File: src/verilog/loader_pkg.sv
// Shared constants and types for the UART memory loader.
// Every stage refers to these by scoped name (loader_pkg::name).

package loader_pkg;

// Data word and word-address widths.
localparam int xlen   = 32;
localparam int addr_w = 8;

// Command opcodes sent by the host.
localparam logic [7:0] OPC_WRITE = 8'h01;
localparam logic [7:0] OPC_READ  = 8'h02;
localparam logic [7:0] OPC_RUN   = 8'h03;
localparam logic [7:0] OPC_HALT  = 8'h04;

// Single-byte replies.
localparam logic [7:0] RSP_ACK = 8'h4B;
localparam logic [7:0] RSP_ERR = 8'h3F;

// Operation passed from the decoder to the RAM stage.
typedef enum logic [1:0] {
    OP_WRITE,
    OP_READ,
    OP_ACK,
    OP_ERR
} op_kind_t;

endpackage

File: src/verilog/cmd_decoder.sv
// Command decoder for the loader protocol.
// Collects the opcode and its argument bytes, then issues one operation
// to the RAM stage and updates the run level for RUN and HALT.

module cmd_decoder(
    input  logic                           clk_i,
    input  logic                           reset_i,

    input  logic                     [7:0] rx_data_i,
    input  logic                           rx_vld_i,
    input  logic                           busy_i,

    output logic                           rx_rdy_o,
    output logic                           op_vld_o,
    output loader_pkg::op_kind_t           op_kind_o,
    output logic [loader_pkg::addr_w-1:0]  op_addr_o,
    output logic   [loader_pkg::xlen-1:0]  op_wdata_o,
    output logic                           run_o
);

logic                         in_cmd;
logic                   [2:0] remain;
logic                   [7:0] opcode;
logic                  [15:0] addr_sr;
logic [loader_pkg::xlen-1:0]  wdata_sr;
logic                   [7:0] cur_opc;
logic                         accept;
logic                         addr_byte;
logic                         cmd_done;
loader_pkg::op_kind_t         next_kind;

// No bytes while a reply is going out, nor in the issue cycle.
assign rx_rdy_o = ~busy_i & ~op_vld_o;
assign accept   = rx_vld_i & rx_rdy_o;

assign cur_opc   = in_cmd ? opcode : rx_data_i;
assign addr_byte = (opcode != loader_pkg::OPC_WRITE) || (remain > 3'd4);

assign cmd_done = accept && (in_cmd ? (remain == 3'd1) :
                  (rx_data_i != loader_pkg::OPC_WRITE &&
                   rx_data_i != loader_pkg::OPC_READ));

always_comb begin
    case (cur_opc)
        loader_pkg::OPC_WRITE: next_kind = loader_pkg::OP_WRITE;
        loader_pkg::OPC_READ:  next_kind = loader_pkg::OP_READ;
        loader_pkg::OPC_RUN,
        loader_pkg::OPC_HALT:  next_kind = loader_pkg::OP_ACK;
        default:               next_kind = loader_pkg::OP_ERR;
    endcase
end

always_ff @(posedge clk_i) begin
    if (reset_i) begin
        in_cmd   <= 1'b0;
        remain   <= '0;
        op_vld_o <= 1'b0;
        run_o    <= 1'b0;
    end else begin
        op_vld_o <= cmd_done;
        if (accept && !in_cmd) begin
            if (rx_data_i == loader_pkg::OPC_WRITE) begin
                in_cmd <= 1'b1;
                remain <= 3'd6;
            end else if (rx_data_i == loader_pkg::OPC_READ) begin
                in_cmd <= 1'b1;
                remain <= 3'd2;
            end
        end else if (accept) begin
            remain <= remain - 1'b1;
            if (remain == 3'd1) begin
                in_cmd <= 1'b0;
            end
        end
        if (cmd_done) begin
            if (cur_opc == loader_pkg::OPC_RUN) begin
                run_o <= 1'b1;
            end else if (cur_opc == loader_pkg::OPC_HALT) begin
                run_o <= 1'b0;
            end
        end
    end
end

// Arguments arrive LSB first and shift in from the top.
always_ff @(posedge clk_i) begin
    if (accept && !in_cmd) begin
        opcode <= rx_data_i;
    end
    if (accept && in_cmd) begin
        if (addr_byte) begin
            addr_sr <= {rx_data_i, addr_sr[15:8]};
        end else begin
            wdata_sr <= {rx_data_i, wdata_sr[loader_pkg::xlen-1:8]};
        end
    end
    if (cmd_done) begin
        op_kind_o <= next_kind;
    end
end

// Upper address bits are ignored.
assign op_addr_o  = addr_sr[loader_pkg::addr_w-1:0];
assign op_wdata_o = wdata_sr;

endmodule

File: config.mk
export PLATFORM = sky130hd
export DESIGN_NAME = cmd_decoder
export DESIGN_NICKNAME = d
export VERILOG_FILES = /design/src/verilog/loader_pkg.sv /design/src/verilog/cmd_decoder.sv
export SDC_FILE = /design/constraint.sdc
export NUM_CORES = 1
export LEC_CHECK = 0
export BUFFER_PORTS_ARGS = -buffer_cell sky130_fd_sc_hd__buf_2
export CORE_MARGIN = 3
export CORE_UTILIZATION = 40
export CTS_CLUSTER_SIZE = 20
export DETAILED_ROUTE_END_ITERATION = 7
export PLACE_DENSITY = 0.66
export SETUP_SLACK_MARGIN = 0.2
export SYNTH_ARGS = -nofsm -noshare
export SYNTH_HDL_FRONTEND = slang
export SYNTH_SLANG_ARGS = --single-unit
export TNS_END_PERCENT = 100
File: constraint.sdc
create_clock -name clk_i -period 7.84 [get_ports clk_i]
set_input_delay 2.352 -clock clk_i [delete_from_list [all_inputs] [get_ports clk_i]]
set_output_delay 2.352 -clock clk_i [all_outputs]
set_load 0.005 [all_outputs]
# [Word level (Yosys, flattened, before mapping)]
# Index checks and enable logic that the tools add are counted.
[totals] regBits=64 inputBits=12 word_cells=55
[classes] n_addsub=1 order_cmp=1 eq_ne=11 mux=14 bitwise=5 n_reduce_logical=15
[op_table] op="$eq A8 B2 Y1 const B" n=3
[op_table] op="$eq A8 B1 Y1 const B" n=2
[op_table] op="$ne A8 B1 Y1 const B" n=2
[op_table] op="$mux W3" n=4
[op_table] op="$eq A8 B3 Y1 const B" n=1
[op_table] op="$mux W1" n=8
[op_table] op="$mux W8" n=1
[op_table] op="$ne A8 B2 Y1 const B" n=1
[op_table] op="$reduce_and A2 Y1" n=4
[op_table] op="$pmux W2 S3" n=1
[op_table] op="$reduce_bool A2 Y1" n=3
[op_table] op="$logic_and A1 B1 Y1" n=4
[op_table] op="$eq A3 B1 Y1 const B" n=1
[op_table] op="$gt A3 B3 Y1 const B" n=1
[op_table] op="$ne A3 B1 Y1 const B" n=1
[op_table] op="$not A1 Y1" n=3
[op_table] op="$reduce_and A3 Y1" n=1
[op_table] op="$sub A3 B1 Y3 const B" n=1
[op_table] op="$and A1 B1 Y1" n=2
[op_table] op="$reduce_or A2 Y1" n=1
[op_table] op="$logic_not A1 Y1" n=1
[op_table] op="$logic_or A1 B1 Y1" n=1

# [Depth between registers and ports, before layout]
# Gate-level depths: netlist of run 1.
[logic_depth] depth_word=6 depth_mapped=7 mapped_depth_nobuf=7

# [Worst setup path before layout of run 1]
# No wires, ideal clock.
[synth_path] kind="input to register" start="in busy_i" end="reg wdata_sr (netlist bit op_wdata_o[0]), enable pin" setup_time_ns=0.501 arrival_ns=5.908 required_ns=7.339 setup_slack_ns=1.431 stages=4 cell_sequence="nor2_1 -> and2_1 -> nand2_1 -> nor4_1"
[synth_via] elab_chain_len=5
[synth_lines] item="from (decl)" line_no="cmd_decoder.sv:11" source="input logic busy_i,"
[synth_lines] item="$not A1 Y1" line_no="cmd_decoder.sv:33" source="assign rx_rdy_o = ~busy_i & ~op_vld_o;"
[synth_lines] item="$and A1 B1 Y1" line_no="cmd_decoder.sv:33"
[synth_lines] item="$and A1 B1 Y1" line_no="cmd_decoder.sv:34" source="assign accept = rx_vld_i & rx_rdy_o;"
[synth_lines] item="$logic_and A1 B1 Y1" line_no="cmd_decoder.sv:90" source="if (accept && in_cmd) begin"
[synth_lines] item="$reduce_and A2 Y1 (no line)"
[synth_lines] item="to (signal assigned)" line_no="cmd_decoder.sv:94" source="wdata_sr <= {rx_data_i, wdata_sr[loader_pkg::xlen-1:8]};"
[synth_lines] item="to (decl)" line_no="cmd_decoder.sv:25" source="logic [loader_pkg::xlen-1:0] wdata_sr;"
# No other way between the ends.
# A chain may end at the register's enable or synchronous reset.

# [Worst setup path in the final report of run 1]
[layout_path] start="in busy_i" end="out rx_rdy_o"
[layout_via] elab_chain_len=2
[layout_lines] item="$not A1 Y1" line_no="cmd_decoder.sv:33"
[layout_lines] item="$and A1 B1 Y1" line_no="cmd_decoder.sv:33"
[layout_lines] item="to (decl)" line_no="cmd_decoder.sv:13" source="output logic rx_rdy_o,"
# No other way between the ends.

==> results of run 1 <==
final cells by class:
type / instances / area (um2) / area share
clock inverter: 6 / 60.06 / 0.02130
sequential: 64 / 1862 / 0.6605
clock buffer: 10 / 127.6 / 0.04527
multi-input combinational: 50 / 361.6 / 0.1283
tap: 72 / 90.09 / 0.03196
inverter: 6 / 22.52 / 0.007989
timing repair buffer: 58 / 295.3 / 0.1047
worst max-delay path: stages:
cell,delay [ps]
buf_2,100
nor2_1,150
buf_2,150
cell usage in the layout, fill, tap and decap left out, types with 2 or more instances in the layout:
cell | synthesis | routed
ha_1 | 3 | 3
clkinv_2 | 0 | 3
buf_4 | 9 | 2
nor2_1 | 7 | 7
nand3_1 | 4 | 4
nor3_1 | 2 | 2
buf_2 | 0 | 56
clkbuf_8 | 0 | 9
nand2_1 | 9 | 9
xor2_1 | 2 | 2
edfxtp_1 | 58 | 58
clkinvlp_4 | 0 | 2
inv_1 | 5 | 5
a31oi_1 | 2 | 2
dfxtp_1 | 6 | 6
per-layer routing:
layer  wire (um)  part of all wire  up-vias
met2        1837              0.48       50
met3         329             0.086        6
met1        1615              0.42      606
met5           0                 0        -
li1            -                 -      608
met4          52             0.014        0
power groups by stage:
stage                     registers [mW]  logic [mW]  clock network (mW)
after floorplan                    0.380     0.00595                   0
after global placement             0.380      0.0143                   0
after detailed placement           0.380      0.0145                   0
after CTS                          0.373      0.0146               0.273
after global routing               0.373      0.0162               0.289
final                              0.373      0.0146               0.265
through the flow:
| stage | util | hold WS [ps] | setup slack, ps |
|---|---|---|---|
| 2_1_floorplan | - | 400.3 | 1431 |
| 3_3_place_gp | 0.4749 | 402.8 | 2789 |
| 3_5_place_dp | 0.4749 | 407.5 | 2743 |
| 4_1_cts | 0.5088 | 422.7 | 2744 |
| 5_1_grt | 0.5088 | 427.4 | 2707 |
| 6_report | 0.5088 | 420.3 | 2745 |
kinds of logic after synthesis:
family	count (synthesis)	synth area share
AO/OA/AOI/OAI	14	0.05369
XOR/XNOR	2	0.007594
adder cells (fa/ha/maj)	3	0.01627
buffers and inverters	15	0.03904
flip-flops	64	0.8069
multiplexers	1	0.004880
AND/OR/NAND/NOR	30	0.07159
registers in the layout, indices dropped and copies added (netlist names):
signal      count
op_wdata_o     32
addr_sr        16
opcode          8
remain          3
op_kind_o       2
in_cmd          1
op_vld_o        1
run_o           1
worst paths after layout:
| path | from | endpoint | slack [ps] | cells past startpoint |
|---|---|---|---|---|
| hold reg to reg | addr_sr[12]$_DFFE_PP_ | addr_sr[4]$_DFFE_PP_ | 420 | 0 |
| setup / recovery | busy_i | rx_rdy_o | 2740 | 3 |
| hold / removal | addr_sr[12]$_DFFE_PP_ | addr_sr[4]$_DFFE_PP_ | 420 | 0 |
| setup reg to reg | opcode[4]$_DFFE_PN_ | op_wdata_o[28]$_DFFE_PP_ | 5840 | 4 |
==> impl_metrics.env, run 1 <==
export IMPL_antenna_found_initial=0
export IMPL_drive_gt1_frac=0.4021
export IMPL_post_synth_top_count_cell="edfxtp_1"
export IMPL_drc=0
export IMPL_async_reset_ff_frac=0
export IMPL_place_inst=250
export IMPL_cts_root_buf="clkbuf_8"
export IMPL_seq_power_share=0.571
export IMPL_die_area_um2=6715
export IMPL_slew_limit_headroom=0.5752
export IMPL_grt_busiest_layer="met2"
export IMPL_synthToLayoutAreaGrowth_pct=22.18
export IMPL_overflow=0
export IMPL_pin_count=57
export IMPL_met2_usage=0.1858
export IMPL_yosysWarnings=0
export IMPL_slew_violations=0
export IMPL_diodes=0
export IMPL_track_usage=0.1259
export IMPL_wl_per_cell_um=14.41
export IMPL_viasPerCell=4.774
export IMPL_grt_pass1_vias=1211
export IMPL_synth_top_cells_by_count="edfxtp_1, buf_4, nand2_1"
export IMPL_die_w_um=81.95
export IMPL_power_mw=0.6519
export IMPL_vias=1270
export IMPL_cts_setup_buffers=0
export IMPL_synth_area_um2=2307
export IMPL_combPwrFrac=0.022
export IMPL_place_gp_congestion=0.8247
export IMPL_hpwl_um=2671
export IMPL_seq_area_frac_synth=0.8069
export IMPL_firstDrtPassIters=4
export IMPL_end_kind="output port"
export IMPL_ys_types=32
export IMPL_cts_tree="yes"
export IMPL_setup_viol=0
export IMPL_cts_sinks=64
export IMPL_path_class="primary input to output port"
export IMPL_globalRouteMet1Util=0.1474
export IMPL_synth_fp_nets=144
export IMPL_skew_ps=8.449
export IMPL_holdBufCountCts=0
export IMPL_hp_class="flop to flop"
export IMPL_p_int_mw=0.5212
export IMPL_layout_min_cycle_time_ps=5095
export IMPL_grt_start_max_net_pins=33
export IMPL_fp_coreArea_um2=5540
export IMPL_rsz0062_at_grt="no"
export IMPL_placed_area_um2=2631
export IMPL_ys_seq_elements=64
export IMPL_swShare=0.2006
export IMPL_cp_required_ps=5490
export IMPL_cts_buffer_depth=2
export IMPL_netlist_instances=129
export IMPL_powerDensity_nw_per_um2=231.3
export IMPL_synthTopCellsByArea="edfxtp_1, dfxtp_1, buf_4"
export IMPL_globalRouteMet3Util=0.05811
export IMPL_start_util=0.4164
export IMPL_cts_resized=0
export IMPL_pwr_share_clk=0.406
export IMPL_wl_um=3834
export IMPL_power_switching_mw=0.1308
export IMPL_synth_top_cell_area_share=0.7549
export IMPL_fin_area_um2=2819
export IMPL_crit_arrival_ps=2740
export IMPL_path_clk_slew_ps=60
export IMPL_p_leak_nw=1.027
export IMPL_ant_nets=0
export IMPL_clock_latency_ps=330
export IMPL_synth_edf_count=58
export IMPL_status="finished, final reports clean"
export IMPL_fillCellCount=483
export IMPL_fin_cells=266
export IMPL_start_kind="primary input"
export IMPL_fmax_mhz=196.3
export IMPL_worstPathMaxFanout=3
export IMPL_cts_buffers=9
export IMPL_ir_drop_v=0.00008899
export IMPL_tns_ps=0
export IMPL_finalCritPeriodShare=0.6499
export IMPL_drtIter0Drc=109
export IMPL_final_nets=204
export IMPL_synth_main_ff_cell="edfxtp_1"
export IMPL_rows=27
export IMPL_port_buffers=56
export IMPL_htreeDepth=3
export IMPL_finalHoldViolations=0
export IMPL_grt_pass1_wl_um=5906
export IMPL_maxCapViolCount=0
export IMPL_worstMarginPinSlew_ps=634.8
export IMPL_yosys_area_top_type="edfxtp_1"
export IMPL_avgSynthCellArea_um2=17.89
export IMPL_die_y_um=81.95
Power figures use the tool's default switching activity.
==> run 2: changes to the inputs <==
--- a/config.mk
+++ b/config.mk
@@ -5,6 +5,7 @@
 export SDC_FILE = /design/constraint.sdc
 export NUM_CORES = 1
 export LEC_CHECK = 0
+export ABC_AREA = 1
 export BUFFER_PORTS_ARGS = -buffer_cell sky130_fd_sc_hd__buf_2
 export CORE_MARGIN = 3
 export CORE_UTILIZATION = 40
==> constraint.sdc (replaced) <==
create_clock -name clk_i -period 5.2 [get_ports clk_i]
set_input_delay 1.56 -clock clk_i [delete_from_list [all_inputs] [get_ports clk_i]]
set_output_delay 1.56 -clock clk_i [all_outputs]
set_load 0.005 [all_outputs]
==> run 2 against run 1 <==
- critical path depth did not move
- sequential power rose by 51%
- total power increased by 58%
- clock power grew 65%
- clock skew is 1.2 ps higher
- final cell count grew 12%
- synthesized cell count up 26%
- setup slack got worse by 990 ps
- non-clock buffer count shrank 1
- hold slack lost 14 ps
- register-to-register slack got worse by 2800 ps
- largest power group unchanged
==> impl_metrics.env, run 2 <==
export IMPL_drive_gt1_frac=0.3644
export IMPL_setup_slack_ps=1759
export IMPL_p_leak_nw=1.125
export IMPL_synth_main_ff_cell="edfxtp_1"
export IMPL_layout_min_cycle_time_ps=3441
export IMPL_hp_class="flop to flop"
export IMPL_grt_pass1_vias=1379
export IMPL_setup_worst_path_start="busy_i"
export IMPL_status="finished, final reports clean"
export IMPL_tns_ps=0
export IMPL_diodes=0
export IMPL_grt_pass1_wl_um=6596
export IMPL_viasPerCell=4.589
export IMPL_cts_root_buf="clkbuf_8"
export IMPL_antenna_found_initial=0
export IMPL_cp_required_ps=3640
export IMPL_htreeDepth=3
export IMPL_grt_start_max_net_pins=33
export IMPL_vias=1363
export IMPL_final_cell_mix="edfxtp_1, buf_2, nand2_1, inv_1, nor2_1"
export IMPL_maxCapViolCount=0
export IMPL_synth_fp_nets=177
export IMPL_crit_arrival_ps=1880
export IMPL_swShare=0.1871
export IMPL_seq_power_share=0.547
export IMPL_ys_seq_elements=64
export IMPL_place_ws_ps=1754
export IMPL_yosysWarnings=0
export IMPL_port_buffers=56
export IMPL_slowest_stage="buf_2"
export IMPL_cts_sinks=64
export IMPL_seq_area_frac_synth=0.7827
export IMPL_path_clk_slew_ps=70
export IMPL_synth_edf_count=58
export IMPL_pwr_share_clk=0.424
export IMPL_cts_buffers=9
export IMPL_synth_top_cell_area_share=0.7322
export IMPL_fmax_mhz=290.6
export IMPL_cts_resized=0
export IMPL_firstDrtPassIters=4
export IMPL_cpMostUsedCell="buf_2"
export IMPL_worstMarginPinSlew_ps=926.3
export IMPL_hp_start="addr_sr[12]$_DFFE_PP_"
export IMPL_holdBufCountCts=0
export IMPL_cts_setup_buffers=0
export IMPL_die_w_um=83.11
export IMPL_setup_viol=0
export IMPL_start_util=0.4216
export IMPL_fp_coreArea_um2=5642
export IMPL_powerDensity_nw_per_um2=355.8
export IMPL_final_nets=236
export IMPL_drtIter0Drc=92
export IMPL_ant_nets=0
export IMPL_drc=0
export IMPL_ir_drop_v=0.0001537
export IMPL_end_kind="output port"
export IMPL_fin_hold_ws_ps=406.1
export IMPL_synthToLayoutAreaGrowth_pct=21.83
export IMPL_die_area_um2=6907
export IMPL_yosys_area_top_type="edfxtp_1"
export IMPL_die_y_um=83.11
export IMPL_max_stage_delay_ps=120
export IMPL_skew_ps=9.641
export IMPL_combPwrFrac=0.030
export IMPL_crit_chain="buf_2, nor2_4, buf_2"
export IMPL_avgSynthCellArea_um2=14.68
export IMPL_hpwl_um=2699
export IMPL_async_reset_ff_frac=0
export IMPL_fillCellCount=469
export IMPL_post_synth_top_count_cell="edfxtp_1"
export IMPL_layout_commonest_cell="edfxtp_1"
export IMPL_power_mw=1.031
export IMPL_synth_top_cells_by_count="edfxtp_1, nand2_1, inv_1"
export IMPL_place_gp_congestion=0.7963
export IMPL_power_switching_mw=0.1929
export IMPL_largest_register_ffs=32
export IMPL_placed_area_um2=2696
export IMPL_track_usage=0.1228
export IMPL_rows=27
export IMPL_start_kind="primary input"
export IMPL_slew_limit_headroom=0.3805
export IMPL_pin_count=57
export IMPL_finalHoldViolations=0
export IMPL_utilization=0.5136
export IMPL_synth_area_um2=2379
export IMPL_path_class="primary input to output port"
export IMPL_worstPathMaxFanout=2
export IMPL_cts_tree="yes"
export IMPL_cts_buffer_depth=2
export IMPL_p_int_mw=0.8381
export IMPL_wl_um=3863
export IMPL_rr_startpoint="remain[0]$_SDFFE_PP0P_"
export IMPL_fin_cells=297
export IMPL_clock_latency_ps=320
export IMPL_finalCritPeriodShare=0.6617
export IMPL_rsz0062_at_grt="no"
export IMPL_wl_per_cell_um=13.01
export IMPL_place_inst=282
export IMPL_slew_violations=0
export IMPL_fin_area_um2=2898
export IMPL_overflow=0
export IMPL_ys_types=25
export IMPL_synthTopCellsByArea="edfxtp_1, dfxtp_1, nand2_1"
export IMPL_netlist_instances=162
==> run 2: changes by cell type after synthesis, moves of 2 or more <==
cell,change
nand2_1,+18
a21oi_1,+3
nor2_2,+2
nor2_1,+5
inv_1,+8
nor2_4,+2
nand2_2,+4
nor3_1,-2
o21ai_0,+4
==> run 2: power groups by stage <==
stage	Sequential, mW	Combinational [mW]	Clock (mW)
3_3_place_gp	0.574	0.0300	0
2_1_floorplan	0.574	0.0174	0
4_1_cts	0.563	0.0308	0.447
5_1_grt	0.563	0.0353	0.474
3_5_place_dp	0.574	0.0307	0
6_report	0.563	0.0304	0.437
==> run 2: path summary, 6_finish.rpt <==
kind | to | slack, ps | depth (start not counted)
setup reg to reg | op_wdata_o[31]$_DFFE_PP_ | 3070 | 7
setup / recovery | rx_rdy_o | 1760 | 3
hold reg to reg | addr_sr[4]$_DFFE_PP_ | 410 | 0
hold / removal | addr_sr[4]$_DFFE_PP_ | 410 | 0
==> run 2: area by class of cell <==
cell class | instances | area, um2 | share of cell area
well taps | 72 | 90.09 | 0.03109
clock inverters | 4 | 70.07 | 0.02418
inverters | 14 | 52.55 | 0.01813
flip-flops and latches | 64 | 1862 | 0.6425
clock buffers | 11 | 131.4 | 0.04534
repair buffers | 57 | 287.8 | 0.09931
multi-input cells | 75 | 404.1 | 0.1395
==> run 2: cells by family after synthesis <==
logic type / synth area share
AOI/OAI and AO/OA: 0.02735
buffers and inverters: 0.05208
xor gates and xnor gates: 0.003683
and+or+nand+nor: 0.1184
DFF: 0.7827
adders and majority gates: 0.01578
==> run 2: critical path: cells and delay by family <==
kind	cells	cell delay [ps]
buffers and inverters	2	240
and+or+nand+nor	1	90
==> run 2: metal layers <==
metal | vias to the layer above | track usage | share of wire
li1 | 675 | - | -
met1 | 627 | 0.1504 | 0.46
met2 | 51 | 0.1880 | 0.45
met3 | 10 | 0.05060 | 0.073
met4 | 0 | 0.05944 | 0.020
met5 | - | 0 | 0
==> run 3: changes to the inputs <==
--- a/config.mk
+++ b/config.mk
@@ -5,7 +5,7 @@
 export SDC_FILE = /design/constraint.sdc
 export NUM_CORES = 1
 export LEC_CHECK = 0
-export ABC_AREA = 1
+export ABC_AREA = 0
 export BUFFER_PORTS_ARGS = -buffer_cell sky130_fd_sc_hd__buf_2
 export CORE_MARGIN = 3
 export CORE_UTILIZATION = 40
==> constraint.sdc (replaced) <==
create_clock -name clk_i -period 3.2 [get_ports clk_i]
set_input_delay 0.96 -clock clk_i [delete_from_list [all_inputs] [get_ports clk_i]]
set_output_delay 0.96 -clock clk_i [all_outputs]
set_load 0.005 [all_outputs]
==> run 3 against run 2 <==
- clock power increased by 25%
- final area shrank 3.5%
- hold slack better by 12 ps
- first-iteration DRC count down 51%
- count of clock-buffer cells in the layout did not move
- global-route usage up 0.30 points
- combinational power is 15% higher
- setup slack worse by 840 ps
- sequential share of layout area rose by 2.4 points
- critical endpoint unchanged
- largest cell class unchanged
==> impl_metrics.env, run 3 (same netlist as run 1, synthesis figures left out) <==
export IMPL_status="finished, final reports clean"
export IMPL_layout_commonest_cell="edfxtp_1"
export IMPL_r2r_slack_ps=1060
export IMPL_worstPathMaxFanout=3
export IMPL_cts_sinks=64
export IMPL_skew_ps=6.732
export IMPL_pin_count=57
export IMPL_ant_nets=0
export IMPL_slew_limit_headroom=0.5971
export IMPL_grt_pass1_wl_um=5961
export IMPL_overflow=0
export IMPL_layout_min_cycle_time_ps=2277
export IMPL_path_clk_slew_ps=60
export IMPL_crit_arrival_ps=1320
export IMPL_p_leak_nw=1.011
export IMPL_globalRouteMet3Util=0.05373
export IMPL_drc=0
export IMPL_setup_slack_ps=923.4
export IMPL_synthToLayoutAreaGrowth_pct=21.15
export IMPL_drive_gt1_frac=0.3814
export IMPL_cts_buffers=9
export IMPL_htreeDepth=3
export IMPL_maxCapViolCount=0
export IMPL_ir_drop_v=0.0002090
export IMPL_tns_ps=0
export IMPL_antenna_found_initial=0
export IMPL_cts_tree="yes"
export IMPL_met2_usage=0.1817
export IMPL_place_gp_congestion=0.8113
export IMPL_diodes=0
export IMPL_fin_hold_ws_ps=418.1
export IMPL_largest_register_ffs=32
export IMPL_setup_viol=0
export IMPL_worstMarginPinSlew_ps=602.1
export IMPL_die_area_um2=6715
export IMPL_start_util=0.4164
export IMPL_hpwl_um=2603
export IMPL_rsz0062_at_grt="no"
export IMPL_viasPerCell=4.805
export IMPL_cts_resized=0
export IMPL_hp_class="flop to flop"
export IMPL_clock_latency_ps=330
export IMPL_track_usage=0.1258
export IMPL_firstDrtPassIters=4
export IMPL_drtIter0Drc=45
export IMPL_cts_root_buf="clkbuf_8"
export IMPL_rows=27
export IMPL_power_mw=1.496
export IMPL_fp_coreArea_um2=5540
export IMPL_wl_um=3779
export IMPL_end_kind="output port"
export IMPL_die_y_um=81.95
export IMPL_grt_busiest_layer="met2"
export IMPL_finalHoldViolations=0
export IMPL_holdBufCountCts=0
export IMPL_final_nets=204
export IMPL_cts_buffer_depth=2
export IMPL_worst_r2r_path_depth=4
export IMPL_start_kind="primary input"
export IMPL_fmax_mhz=439.2
export IMPL_die_w_um=81.95
export IMPL_globalRouteMet1Util=0.1562
export IMPL_wl_per_cell_um=14.21
export IMPL_cp_required_ps=2240
export IMPL_fillCellCount=497
export IMPL_cts_setup_buffers=0
export IMPL_final_cell_mix="edfxtp_1, buf_2, nand2_1, clkbuf_8, nor2_1"
export IMPL_powerDensity_nw_per_um2=535.2
export IMPL_holdPathStages=0
export IMPL_vias=1278
export IMPL_grt_start_max_net_pins=33
export IMPL_finalCritPeriodShare=0.7114
export IMPL_port_buffers=56
export IMPL_path_class="primary input to output port"
export IMPL_slew_violations=0
export IMPL_grt_pass1_vias=1206
export IMPL_place_ws_ps=669.9
## run 3: changes by cell type in the layout (fill, tap and decap cells not counted), sizes merged, moves of 2 or more
cell and delta:
nor3 +2, nand2 -22, a21oi -4, o21ai -5, nor2 -9, inv -7, bufinv -2, nor4 +2
nand3 -2, o32ai +2
## run 3: area by class of cell
| cell class | count | area (um2) | area share |
|---|---|---|---|
| flip-flops and latches | 64 | 1862 | 0.6661 |
| multi-input cells | 50 | 370.4 | 0.1325 |
| repair buffers | 58 | 295.3 | 0.1056 |
| clock buffers | 11 | 131.4 | 0.04700 |
| well taps | 72 | 90.09 | 0.03223 |
| clock inverters | 5 | 23.77 | 0.008505 |
| inverters | 6 | 22.52 | 0.008057 |
## run 3: path summary, 6_finish.rpt
path,start,end
max,busy_i,rx_rdy_o
min reg2reg,addr_sr[14]$_DFFE_PP_,addr_sr[6]$_DFFE_PP_
max reg2reg,opcode[4]$_DFFE_PN_,op_wdata_o[29]$_DFFE_PP_
min,addr_sr[14]$_DFFE_PP_,addr_sr[6]$_DFFE_PP_
## run 3: worst max-delay path, cell delays in order
cell    delay [ps]
buf_2           90
nor2_1         130
buf_2          140
## run 3: routing by layer
layer,routed length [um],up-vias,share of wire
li1,-,612,-
met1,1685,609,0.45
met2,1658,49,0.44
met3,352,8,0.093
met4,83,0,0.022
met5,0,-,0
## run 3: through the flow
| stage | instance area, um2 | util | instances |
|---|---|---|---|
| 2_1_floorplan | 2322 | - | 129 |
| 3_3_place_gp | 2640 | 0.4765 | 250 |
| 3_5_place_dp | 2640 | 0.4765 | 250 |
| 4_1_cts | 2795 | 0.5045 | 266 |
| 5_1_grt | 2795 | 0.5045 | 266 |
| 6_report | 2795 | 0.5045 | 266 |
## run 3: where the power goes
| group | internal (mW) | total [mW] | switching, mW |
|---|---|---|---|
| Clock | 0.272 | 0.547 | 0.276 |
| Sequential | 0.910 | 0.914 | 0.00352 |
| Combinational | 0.0119 | 0.0351 | 0.0232 |
| Total | 1.19 | 1.50 | 0.302 |
